## src/sys_ctrl_defines.svh

```systemverilog
/*
 * System control constants
 * Host command codes, bit positions inside the settings words
 * and the button debounce timing
 */

`ifndef SYS_CTRL_DEFINES_SVH
`define SYS_CTRL_DEFINES_SVH

// Host command codes, low byte of the first word
`define CMD_CFG 8'h01
`define CMD_LED 8'h25
`define CMD_VOL 8'h26

// Composite sync enable in the config word
`define CFG_CSYNC_BIT 3

// Mute flag of the volume attenuation
`define VOL_MUTE_BIT 4

// Cycles between button samples
// Short for fast simulation, hardware would use about 100000
`define DEBOUNCE_TICK 16

// Equal samples in a row before the button output changes
`define DEBOUNCE_LEN 8

`endif

```

## src/sys_ctrl_pkg.sv

```systemverilog
/*
 * System control types
 * Vector types shared by the host decoder, the audio mixer
 * and the LED logic, plus the decoder state encoding
 */

package sys_ctrl_pkg;

	// Host port data word
	typedef logic [15:0] io_word_t;

	// Command code taken from the low byte
	typedef logic [7:0] cmd_t;

	// One audio sample, signed or unsigned
	typedef logic [15:0] sample_t;

	// Crossfeed amount, 0 is none and 3 is full mono
	typedef logic [1:0] mix_mode_t;

	// Bit 4 mutes, bits 3:0 give the right shift
	typedef logic [4:0] vol_att_t;

	// Main board LED byte
	typedef logic [7:0] led_vec_t;

	typedef enum logic {
		DEC_IDLE,
		DEC_DATA
	} dec_state_t;

endpackage

```

## src/sys_settings_if.sv

```systemverilog
/*
 * Decoded settings bundle
 * Driven by the host command decoder, read by the audio mixer,
 * the VGA sync output and the LED status logic
 */

`timescale 1ns/100ps

interface sys_settings_if;
	import sys_ctrl_pkg::*;

	logic     csync;
	led_vec_t led_overtake;
	led_vec_t led_state;
	vol_att_t vol_att;

	modport decoder (
		output csync,
		output led_overtake,
		output led_state,
		output vol_att
	);

	modport user (
		input csync,
		input led_overtake,
		input led_state,
		input vol_att
	);

endinterface

```

## src/host_cmd_decoder.sv

```systemverilog
/*
 * Host command decoder
 * Synchronizes the io_clk strobe, returns it as io_ack three stages
 * later, and turns command and data words into settings
 */

`timescale 1ns/100ps

`include "sys_ctrl_defines.svh"

module host_cmd_decoder (
	input  logic                  clk_sys,
	input  logic                  resetd,
	input  logic                  io_clk,
	input  logic                  io_uio,
	input  sys_ctrl_pkg::io_word_t io_din,
	output logic                  io_ack,
	sys_settings_if.decoder       settings
);
	import sys_ctrl_pkg::*;

	logic [2:0] clk_sr;
	logic       io_strobe;
	dec_state_t state;
	cmd_t       cmd;
	io_word_t   cfg_word;

	// ============================================================
	// Strobe synchronizer and acknowledge
	// ============================================================

	always_ff @(posedge clk_sys) begin
		if (resetd) begin
			clk_sr <= '0;
		end else begin
			clk_sr <= {clk_sr[1:0], io_clk};
		end
	end

	// Rising edge after two sync stages
	assign io_strobe = clk_sr[1] & ~clk_sr[2];

	// Host waits for this to match io_clk
	assign io_ack = clk_sr[2];

	// ============================================================
	// Command FSM
	// ============================================================

	always_ff @(posedge clk_sys) begin
		if (resetd) begin
			state                 <= DEC_IDLE;
			cfg_word              <= '0;
			settings.led_overtake <= '0;
			settings.led_state    <= '0;
			settings.vol_att      <= '0;
		end else if (!io_uio) begin
			state <= DEC_IDLE;
		end else if (io_strobe) begin
			case (state)
				DEC_IDLE: begin
					state <= DEC_DATA;
				end
				DEC_DATA: begin
					// Unknown codes fall through and drop the word
					case (cmd)
						`CMD_CFG: cfg_word <= io_din;
						`CMD_LED: begin
							settings.led_overtake <= io_din[15:8];
							settings.led_state    <= io_din[7:0];
						end
						`CMD_VOL: settings.vol_att <= io_din[4:0];
						default: ;
					endcase
				end
				default: state <= DEC_IDLE;
			endcase
		end
	end

	// Command byte of the current transfer
	always_ff @(posedge clk_sys) begin
		if (io_uio && io_strobe && state == DEC_IDLE) begin
			cmd <= io_din[7:0];
		end
	end

	assign settings.csync = cfg_word[`CFG_CSYNC_BIT];

endmodule

```

## src/button_debounce.sv

```systemverilog
/*
 * Button debouncer
 * Samples an active-low button at a slow tick and changes the
 * output only after a full run of equal samples
 */

`timescale 1ns/100ps

`include "sys_ctrl_defines.svh"

module button_debounce (
	input  logic clk_sys,
	input  logic resetd,
	input  logic btn_n,
	output logic pressed
);

	localparam int TICK_W = $clog2(`DEBOUNCE_TICK);

	logic [TICK_W-1:0]        div_cnt;
	logic                     tick;
	logic [`DEBOUNCE_LEN-1:0] samples;

	assign tick = (div_cnt == TICK_W'(`DEBOUNCE_TICK - 1));

	always_ff @(posedge clk_sys) begin
		if (resetd) begin
			div_cnt <= '0;
			samples <= '0;
			pressed <= 1'b0;
		end else begin
			div_cnt <= tick ? '0 : div_cnt + 1'b1;
			if (tick) begin
				samples <= {samples[`DEBOUNCE_LEN-2:0], ~btn_n};
				// Mixed history keeps the old state
				if (&samples) pressed <= 1'b1;
				if (~|samples) pressed <= 1'b0;
			end
		end
	end

endmodule

```

## src/audio_mixer.sv

```systemverilog
/*
 * Stereo audio mixer
 * Stage 1 blends some of each channel into the other,
 * stage 2 applies the host volume shift or mute
 */

`timescale 1ns/100ps

`include "sys_ctrl_defines.svh"

module audio_mixer (
	input  logic                   clk_sys,
	input  logic                   resetd,
	input  sys_ctrl_pkg::sample_t   audio_l_in,
	input  sys_ctrl_pkg::sample_t   audio_r_in,
	input  logic                   audio_signed,
	input  sys_ctrl_pkg::mix_mode_t audio_mix,
	sys_settings_if.user           settings,
	output sys_ctrl_pkg::sample_t   audio_l,
	output sys_ctrl_pkg::sample_t   audio_r
);
	import sys_ctrl_pkg::*;

	sample_t mix_l;
	sample_t mix_r;
	logic    sgn_q;

	// Right shift, arithmetic for signed samples
	function automatic sample_t shr(input sample_t v, input logic [3:0] amt, input logic sgn);
		if (sgn) begin
			return sample_t'($signed(v) >>> amt);
		end
		return v >> amt;
	endfunction

	function automatic sample_t mix_ch(input sample_t own, input sample_t other,
			input mix_mode_t mode, input logic sgn);
		case (mode)
			2'd1:    return own - shr(own, 4'd3, sgn) + shr(other, 4'd3, sgn);
			2'd2:    return own - shr(own, 4'd2, sgn) + shr(other, 4'd2, sgn);
			2'd3:    return shr(own, 4'd1, sgn) + shr(other, 4'd1, sgn);
			default: return own;
		endcase
	endfunction

	// ============================================================
	// Stage 1, crossfeed
	// ============================================================

	always_ff @(posedge clk_sys) begin
		mix_l <= mix_ch(audio_l_in, audio_r_in, audio_mix, audio_signed);
		mix_r <= mix_ch(audio_r_in, audio_l_in, audio_mix, audio_signed);
		// Signedness travels with its sample
		sgn_q <= audio_signed;
	end

	// ============================================================
	// Stage 2, volume
	// ============================================================

	always_ff @(posedge clk_sys) begin
		if (resetd || settings.vol_att[`VOL_MUTE_BIT]) begin
			audio_l <= '0;
			audio_r <= '0;
		end else begin
			audio_l <= shr(mix_l, settings.vol_att[3:0], sgn_q);
			audio_r <= shr(mix_r, settings.vol_att[3:0], sgn_q);
		end
	end

endmodule

```

## src/sync_polarity_fix.sv

```systemverilog
/*
 * Sync polarity normalizer
 * Measures the high and low phases of a sync signal and inverts
 * it when needed, so the short phase is always the high one
 */

`timescale 1ns/100ps

module sync_polarity_fix #(
	parameter int CNT_W = 16
) (
	input  logic clk_sys,
	input  logic resetd,
	input  logic sync_in,
	output logic sync_out
);

	logic             sync_q;
	logic [CNT_W-1:0] cnt;
	logic [CNT_W-1:0] high_len;
	logic [CNT_W-1:0] low_len;
	logic             pol;

	always_ff @(posedge clk_sys) begin
		if (resetd) begin
			sync_q   <= 1'b0;
			cnt      <= '0;
			high_len <= '0;
			low_len  <= '0;
			pol      <= 1'b0;
			sync_out <= 1'b0;
		end else begin
			sync_q <= sync_in;
			if (sync_in != sync_q) begin
				cnt <= '0;
				// Count holds the length of the phase just ended
				if (sync_in) low_len <= cnt;
				else high_len <= cnt;
			end else if (cnt != '1) begin
				cnt <= cnt + 1'b1;
			end
			pol      <= high_len > low_len;
			sync_out <= sync_in ^ pol;
		end
	end

endmodule

```

## src/vga_sync_out.sv

```systemverilog
/*
 * VGA sync output
 * Normalizes hsync and vsync and drives the active-low VGA pins,
 * either separate or as composite sync on the hsync pin
 */

`timescale 1ns/100ps

module vga_sync_out (
	input  logic          clk_sys,
	input  logic          resetd,
	input  logic          hs_in,
	input  logic          vs_in,
	sys_settings_if.user  settings,
	output logic          vga_hs,
	output logic          vga_vs
);

	logic hs_norm;
	logic vs_norm;

	sync_polarity_fix u_fix_h (
		.clk_sys  (clk_sys),
		.resetd   (resetd),
		.sync_in  (hs_in),
		.sync_out (hs_norm)
	);

	sync_polarity_fix u_fix_v (
		.clk_sys  (clk_sys),
		.resetd   (resetd),
		.sync_in  (vs_in),
		.sync_out (vs_norm)
	);

	always_ff @(posedge clk_sys) begin
		if (resetd) begin
			vga_hs <= 1'b1;
			vga_vs <= 1'b1;
		end else if (settings.csync) begin
			vga_hs <= ~(hs_norm ^ vs_norm);
			vga_vs <= 1'b1;
		end else begin
			vga_hs <= ~hs_norm;
			vga_vs <= ~vs_norm;
		end
	end

endmodule

```

## src/led_status.sv

```systemverilog
/*
 * Main board LED status
 * Builds the LED byte from the core's user, disk and power
 * requests, with per-bit override from the host
 */

`timescale 1ns/100ps

module led_status (
	input  logic                  clk_sys,
	input  logic                  resetd,
	input  logic                  core_led_user,
	input  logic [1:0]            core_led_power,
	input  logic [1:0]            core_led_disk,
	sys_settings_if.user          settings,
	output sys_ctrl_pkg::led_vec_t led
);
	import sys_ctrl_pkg::*;

	logic     power_on;
	led_vec_t led_dflt;

	// Power LED stays lit unless the core takes control of it
	assign power_on = core_led_power[1] ? core_led_power[0] : 1'b1;

	assign led_dflt = {3'b000, power_on, 1'b0, core_led_disk[0], 1'b0, core_led_user};

	always_ff @(posedge clk_sys) begin
		if (resetd) begin
			led <= '0;
		end else begin
			led <= (settings.led_overtake & settings.led_state) |
				(~settings.led_overtake & led_dflt);
		end
	end

endmodule

```

## src/sys_ctrl_top.sv

```systemverilog
/*
 * System control top level
 * Host command port, button debounce, audio mixer, VGA sync and
 * LED status of the shell, all on clk_sys
 */

`timescale 1ns/100ps

module sys_ctrl_top (
	input  logic                   clk_sys,
	input  logic                   resetd,
	input  logic                   io_clk,
	input  logic                   io_uio,
	input  sys_ctrl_pkg::io_word_t  io_din,
	output logic                   io_ack,
	input  logic                   btn_user_n,
	input  logic                   btn_osd_n,
	output logic                   btn_user,
	output logic                   btn_osd,
	input  sys_ctrl_pkg::sample_t   audio_l_in,
	input  sys_ctrl_pkg::sample_t   audio_r_in,
	input  logic                   audio_signed,
	input  sys_ctrl_pkg::mix_mode_t audio_mix,
	output sys_ctrl_pkg::sample_t   audio_l,
	output sys_ctrl_pkg::sample_t   audio_r,
	input  logic                   hs_in,
	input  logic                   vs_in,
	output logic                   vga_hs,
	output logic                   vga_vs,
	input  logic                   core_led_user,
	input  logic [1:0]             core_led_power,
	input  logic [1:0]             core_led_disk,
	output sys_ctrl_pkg::led_vec_t  led
);

	sys_settings_if settings ();

	// ============================================================
	// Host side
	// ============================================================

	host_cmd_decoder u_decoder (
		.clk_sys  (clk_sys),
		.resetd   (resetd),
		.io_clk   (io_clk),
		.io_uio   (io_uio),
		.io_din   (io_din),
		.io_ack   (io_ack),
		.settings (settings.decoder)
	);

	button_debounce u_deb_user (
		.clk_sys (clk_sys),
		.resetd  (resetd),
		.btn_n   (btn_user_n),
		.pressed (btn_user)
	);

	button_debounce u_deb_osd (
		.clk_sys (clk_sys),
		.resetd  (resetd),
		.btn_n   (btn_osd_n),
		.pressed (btn_osd)
	);

	// ============================================================
	// Core side outputs
	// ============================================================

	audio_mixer u_mixer (
		.clk_sys      (clk_sys),
		.resetd       (resetd),
		.audio_l_in   (audio_l_in),
		.audio_r_in   (audio_r_in),
		.audio_signed (audio_signed),
		.audio_mix    (audio_mix),
		.settings     (settings.user),
		.audio_l      (audio_l),
		.audio_r      (audio_r)
	);

	vga_sync_out u_vga_sync (
		.clk_sys  (clk_sys),
		.resetd   (resetd),
		.hs_in    (hs_in),
		.vs_in    (vs_in),
		.settings (settings.user),
		.vga_hs   (vga_hs),
		.vga_vs   (vga_vs)
	);

	led_status u_led (
		.clk_sys        (clk_sys),
		.resetd         (resetd),
		.core_led_user  (core_led_user),
		.core_led_power (core_led_power),
		.core_led_disk  (core_led_disk),
		.settings       (settings.user),
		.led            (led)
	);

endmodule

```

## config.mk

```make
export PLATFORM = sky130hd
export DESIGN_NAME = sys_ctrl_top
export DESIGN_NICKNAME = d
export VERILOG_FILES = /design/src/sys_ctrl_pkg.sv /design/src/sys_settings_if.sv /design/src/host_cmd_decoder.sv /design/src/button_debounce.sv /design/src/audio_mixer.sv /design/src/sync_polarity_fix.sv /design/src/vga_sync_out.sv /design/src/led_status.sv /design/src/sys_ctrl_top.sv
export VERILOG_INCLUDE_DIRS = /design/src /design/src/src
export SDC_FILE = /design/constraint.sdc
export NUM_CORES = 1
export LEC_CHECK = 0
export BUFFER_PORTS_ARGS = -buffer_cell sky130_fd_sc_hd__buf_2
export CORE_ASPECT_RATIO = 1.5
export CORE_MARGIN = 10
export CORE_UTILIZATION = 35
export DETAILED_ROUTE_END_ITERATION = 12
export PLACE_DENSITY = 0.62
export SLEW_MARGIN = 40
export SYNTH_ARGS = -nofsm -noshare
export SYNTH_HDL_FRONTEND = slang
export SYNTH_SLANG_ARGS = --single-unit
```

## constraint.sdc

```tcl
create_clock -name clk_sys -period 6.9 [get_ports clk_sys]
set_clock_uncertainty 0.1 [all_clocks]
set_input_delay 0.69 -clock clk_sys [delete_from_list [all_inputs] [get_ports clk_sys]]
set_output_delay 0.69 -clock clk_sys [all_outputs]
set_load 0.05 [all_outputs]
```

==> results of run 1 <==
-- metal layers --
layer	wire, µm	global-route usage	vias to the layer above
li1	-	-	6520
met1	17630	0.1664	6257
met2	21670	0.2790	288
met3	1380	0.01435	80
met4	1314	0.05495	0
met5	0	0	-
-- Yosys cell counts, types with 4 or more instances --
library cell	instances
mux2i_1	104
mux2_2	14
nor2_1	224
nand2b_1	19
and3_1	13
a221oi_1	7
nor3b_1	6
mux4_2	17
a21o_1	32
xor2_1	30
ha_1	132
buf_1	7
clkbuf_1	67
nand2_1	146
inv_1	213
xnor2_1	58
a31oi_1	11
a22oi_1	4
o211ai_1	10
edfxtp_1	8
o21bai_1	7
nor4_1	8
nand4_1	23
o21a_1	31
a21oi_1	135
or2_2	4
o311ai_0	4
o22ai_1	7
nand3_1	30
nor2b_1	26
fa_1	59
o21ai_0	67
dfxtp_1	229
a211oi_1	35
nor3_1	27
o221ai_1	4
-- cells by family after synthesis --
kind of cell | after synthesis | synth area share
buffers and inverters | 291 | 0.06874
DFF | 237 | 0.3002
AOI/OAI and AO/OA | 391 | 0.1539
adders and majority gates | 191 | 0.1763
and+or+nand+nor | 547 | 0.1545
xor gates and xnor gates | 88 | 0.04796
muxes | 135 | 0.09840
-- where the power goes --
part	switching (mW)	internal, mW	total [mW]	leakage, nW
Clock	0.520	0.682	1.20	0.353
Sequential	0.0687	1.48	1.54	1.94
Combinational	0.859	0.549	1.41	5.31
-- registers in the layout, indices dropped and copies added, names as in the netlist, 16 cells and up --
register / cells
u_vga_sync.u_fix_v.high_len: 16
u_vga_sync.u_fix_v.low_len: 16
u_vga_sync.u_fix_v.cnt: 16
u_vga_sync.u_fix_h.cnt: 16
u_mixer.audio_l: 16
u_vga_sync.u_fix_h.low_len: 16
u_mixer.mix_l: 16
u_mixer.mix_r: 16
u_vga_sync.u_fix_h.high_len: 16
u_mixer.audio_r: 16
-- area by class of cell --
type | count | share of cell area
clock buffer | 31 | 0.03556
clock inverter | 8 | 0.004629
inverter | 214 | 0.04503
multi-input combinational | 1352 | 0.5691
sequential | 237 | 0.2707
tap | 588 | 0.04124
timing repair buffer | 113 | 0.03381
-- worst register-to-register path: cells and delay by family, from the launching register on --
family | cells | cell delay (ns)
simple gates | 5 | 2.00
flops | 1 | 0.35
compound gates | 1 | 0.19
-- worst max-delay path by stage --
| stage | startpoint | endpoint | slack [ns] | cells after the start |
|---|---|---|---|---|
| final | audio_l_in[4] | u_mixer.mix_r[14]$_DFF_P_ | 3.14 | 13 |
| after global routing | audio_l_in[4] | u_mixer.mix_r[14]$_DFF_P_ | 2.89 | 13 |
| after CTS | audio_l_in[4] | u_mixer.mix_r[14]$_DFF_P_ | 3.20 | 13 |
| after detailed placement | audio_l_in[4] | u_mixer.mix_r[14]$_DFF_P_ | 2.65 | 13 |
| after global placement | audio_l_in[4] | u_mixer.mix_r[14]$_DFF_P_ | 2.71 | 13 |
| after floorplan | audio_l_in[4] | u_mixer.mix_r[14]$_DFF_P_ | 3.37 | 12 |
==> metrics.md, run 1 <==
| Metric | Value |
|---|---|
| Drt drc | 0 |
| Largest net degree at the start of global routing | 76 |
| Net count after synthesis | 2,135 |
| CTS tree | done |
| Worst skew pair latency | 0.52 ns |
| Critical path's top delay family | compound AO/OA/AOI/OAI gates |
| Rel. slew slack | 0.4770 |
| # IOs | 109 |
| Gate Count Post-Synth | 1,880 |
| Synthesized area | 0.01607 mm² |
| Leakage | 7.605 nW |
| ANT nets after route | 0 |
| Tot Pwr | 4.154 mW |
| Total Routing Usage GR | 0.1474 |
| Post-CTS sizing | 0 |
| Reg area | 0.004828 mm² |
| CP endpoint kind | flop |
| Crit Path Max Fanout | 5 |
| Final nets | 2,195 |
| First-pass GRT wire length | 67.89 mm |
| Fin crit share | 0.5444 |
| Critical-path top delay cell | fa_1 |
| TNS Setup | 0 ns |
| Most frequent cells in the layout | dfxtp_1, nor2_1, inv_1 |
| Clk root buf | clkbuf_16 |
| Synth Register Bits | 237 |
| Gpl congestion | 0.8899 |
| Starting DRT DRC Count | 719 |
| Final hold vios | 0 |
| Pre-antenna DRT Iters | 5 |
| WHS Endpoint | u_deb_osd.samples[0]$_SDFFE_PP0P_ |
| Synth cell types | 72 |
| Area occupied by multi-input gates | 0.01015 mm² |
| H-Tree Depth | 1 |
| Seq/Total Area, Yosys | 0.3002 |
| Post-synth top area cell | dfxtp_1 |
| Worst R2R Setup Slack | 4.19 ns |
| WHS | 0.2577 ns |
| Post-synthesis async set-or-reset flop share | 0 |
| Fmax | 266.2 MHz |
| Syn Area/Cell | 8.549 µm² |
| Port Buffers | 107 |
| Area delta synth->final | 11.00% |
| Worst ir drop on vdd | 0.0001539 V |
| Hold Path Depth | 2 |
| Routed wire length | 42.00 mm |
| Final setup fails | 0 |
| GRT overflow | 0 |
| # Post-CTS Setup Buffers | 0 |
| Inst Count DP | 2,504 |
| Total CTS buffers | 22 |
| Row Count | 96 |
| Most common cell after layout, fill and taps aside | dfxtp_1 |
| Worst-Margin Slew | 0.7845 ns |
| Cts hold-fix bufs | 0 |
| Reg clk slew, reported paths | 0.06 ns |
| Placed inst area | 0.01712 mm² |
| Die X | 195.0 µm |
| Die height | 282.4 µm |
| Worst Hold Class | primary input to flop |
| Min-delay src | btn_osd_n |
| FF-to-FF Start | u_decoder.cmd[3]$_DFFE_PP_ |
| Final Max Tran Viols | 0 |
| Worst stage delay on the critical path | 0.57 ns |
| Worst Path Required | 7.19 ns |
| Clock tree buffer depth | 3 |
| Min cycle time layout | 3.756 ns |
| Initial antenna violation count | 0 |
| Vias | 13,150 |
| Post-synth top flop | dfxtp_1 |
| Fillcell total | 4,648 |
| RSZ-0062 raised after global routing | no |
| Bufs and invs on worst path | 3 |
| Share of the synthesized area in the top cell type | 0.2852 |
| FF-to-FF End | u_decoder.settings.led_state[0]$_SDFFE_PP0P_ |
| WL/cell | 16.52 µm |
| Post-route cell area | 0.01784 mm² |
| CTS Sinks | 237 |
| Die Area | 0.05507 mm² |
| Status | complete, no violations |
| DP Worst Slack | 2.654 ns |
| Reg2Reg Depth | 6 |
| Post-layout worst setup margin | 3.144 ns |
| CP Class | primary input to flop |
| Max-cap viol count | 0 |
| Antenna diode count | 0 |
| Vias in the first global route | 13,370 |
| Crit path DAT | 4.04 ns |
| Final core occ | 0.3908 |
| Synth area leaders | dfxtp_1, ha_1, fa_1, mux2i_1, nor2_1 |
| Critical path startpoint category | primary input |
| DP HPWL | 33.54 mm |
| Critical-path cell list | buf_2 -> inv_1 -> fa_1 -> inv_1 -> fa_1 -> a211o_1 -> a21oi_1 -> o21ai_1 -> a21oi_1 -> o21ai_2 -> and4_1 -> o21a_1 -> a2111oi_1 |
| Initial core utilization | 0.3521 |
| Via density | 5.169 |
| Ys Warns | 0 |
| Non-Filler Instances | 2,543 |
| Share of cells above drive strength 1 | 0.09872 |
| EDFF count, synth | 8 |
| Core area | 0.04564 mm² |
| Pwr Density | 232.9 mW/mm² |
Note: power is estimated with default switching activity, not from simulation.
==> run 2: changes to the inputs <==
--- a/config.mk
+++ b/config.mk
@@ -11,7 +11,7 @@
 export CORE_MARGIN = 10
 export CORE_UTILIZATION = 35
 export DETAILED_ROUTE_END_ITERATION = 12
-export PLACE_DENSITY = 0.62
+export PLACE_DENSITY = 0.64
 export SLEW_MARGIN = 40
 export SYNTH_ARGS = -nofsm -noshare
 export SYNTH_HDL_FRONTEND = slang
==> constraint.sdc (replaced) <==
create_clock -name clk_sys -period 3.1 [get_ports clk_sys]
set_clock_uncertainty 0.1 [all_clocks]
set_input_delay 0.31 -clock clk_sys [delete_from_list [all_inputs] [get_ports clk_sys]]
set_output_delay 0.31 -clock clk_sys [all_outputs]
set_load 0.05 [all_outputs]
==> run 2 against run 1 <==
Sequential cell count unchanged. First-iteration DRC count up 1.4%. Via count up 8.5%. Combinational power rose to 2.6 times the previous value. Largest cell class unchanged. Largest power group is now combinational cells.
==> metrics.md, run 2 (same netlist as run 1, synthesis figures left out) <==
| Metric | Value |
|---|---|
| Status | complete, no violations |
| Final setup fails | 0 |
| Starting DRT DRC Count | 729 |
| Pre-antenna DRT Iters | 5 |
| TNS Setup | 0 ns |
| Worst skew pair latency | 0.53 ns |
| Met1 Track Usage GR | 0.1751 |
| Routed wire length | 46.84 mm |
| CP Class | primary input to flop |
| Largest net degree at the start of global routing | 68 |
| Die height | 282.4 µm |
| Crit path launch | audio_l_in[4] |
| Worst ir drop on vdd | 0.0003750 V |
| Most frequent cells in the layout | dfxtp_1, nor2_1, inv_1 |
| Vias | 14,260 |
| Leakage | 8.799 nW |
| Total Routing Usage GR | 0.1655 |
| Min cycle time layout | 2.989 ns |
| Worst Hold Class | primary input to flop |
| ANT nets after route | 0 |
| CP endpoint kind | flop |
| Crit path DAT | 3.30 ns |
| Via density | 5.127 |
| Total CTS buffers | 25 |
| Tot Pwr | 10.18 mW |
| Antenna diode count | 0 |
| First-pass GRT wire length | 75.15 mm |
| FF-to-FF Start | u_decoder.cmd[3]$_DFFE_PP_ |
| Fmax | 334.5 MHz |
| Die Area | 0.05507 mm² |
| DP HPWL | 37.54 mm |
| # IOs | 109 |
| Gpl congestion | 0.9632 |
| Die X | 195.0 µm |
| DP Worst Slack | -0.4709 ns |
| Post-layout worst setup margin | 0.1106 ns |
| Fin crit share | 0.9643 |
| Final Max Tran Viols | 0 |
| Share of cells above drive strength 1 | 0.1842 |
| Area delta synth->final | 23.39% |
| GRT overflow | 0 |
| Worst-Margin Slew | 0.7840 ns |
| Grt peak-use layer | met2 |
| Core area | 0.04564 mm² |
| CTS Sinks | 237 |
| Rel. slew slack | 0.4766 |
| WL/cell | 16.84 µm |
| RSZ-0062 raised after global routing | no |
| Vias in the first global route | 14,970 |
| Critical path startpoint category | primary input |
| Final nets | 2,429 |
| CTS tree | done |
| Met2 Usage GRT | 0.3195 |
| Most common cell after layout, fill and taps aside | dfxtp_1 |
| Final hold vios | 0 |
| Min-delay src | resetd |
| Fillcell total | 4,549 |
| Crit Path Max Fanout | 3 |
| Drt drc | 0 |
| Initial core utilization | 0.3521 |
| Clock tree buffer depth | 3 |
| H-Tree Depth | 1 |
| Row Count | 96 |
| Met3 Use GR | 0.02040 |
| Pwr Density | 513.5 mW/mm² |
| Clk root buf | clkbuf_16 |
| Worst Path Required | 3.41 ns |
| Port Buffers | 107 |
| Initial antenna violation count | 0 |
| Max-cap viol count | 0 |
| Reg clk slew, reported paths | 0.06 ns |
-- run 2: cell type report --
class	instances	area, µm²	share of cell area
Clock inverter	9	118.9	0.005994
Sequential cell	237	4830	0.2435
Tap cell	588	735.7	0.03710
Timing Repair Buffer	344	2450	0.1235
Clock buffer	37	720.7	0.03634
Inverter	214	803.3	0.04050
Multi-Input combinational cell	1352	10170	0.5130
-- run 2: power breakdown --
group / internal [mW] / switching (mW)
Clock: 1.80 / 1.24
Sequential: 3.28 / 0.172
Combinational: 1.64 / 2.06
Total: 6.72 / 3.47
-- run 2: path summary, 6_finish.rpt --
path / end / slack, ns / depth (start not counted)
worst max-delay path: u_mixer.mix_r[13]$_DFF_P_ / 0.11 / 15
worst min-delay path: u_vga_sync.u_fix_h.high_len[14]$_SDFFE_PP0P_ / 0.07 / 2
worst max register to register: u_decoder.settings.led_overtake[3]$_SDFFE_PP0P_ / 0.61 / 7
worst min register to register: u_vga_sync.vga_vs$_SDFF_PP1_ / 0.31 / 1
-- run 2: repair_timing --
action,in CTS,in global routing
setup buffers,0,1
hold buffers,27,0
gates resized for setup,0,9
setup endpoints to repair,0,8
hold endpoints to repair,37,0
-- run 2: critical path, stage by stage --
cell,delay [ns]
buf_2,0.13
inv_1,0.08
fa_1,0.53
inv_1,0.06
buf_4,0.13
ha_1,0.29
a211oi_1,0.28
buf_4,0.17
o21bai_1,0.08
a21oi_1,0.33
nor4_1,0.14
nor3_1,0.23
xnor2_1,0.11
a221oi_1,0.33
o22ai_2,0.10
-- run 2: through the flow --
step	instances	utilization	area, µm²	hold slack [ns]
after floorplan	1880	-	16080	0.2377
after CTS	2780	0.4336	19790	0.04646
final	2781	0.4345	19830	0.07359
after detailed placement	2707	0.4093	18680	0.2859
after global placement	2707	0.4093	18680	0.2736
after global routing	2781	0.4345	19830	0.07569
-- run 2: layer usage --
layer,part of all wire,vias up
met1,0.39,6879
met3,0.038,93
li1,-,7000
met2,0.53,287
met5,0,-
met4,0.039,0
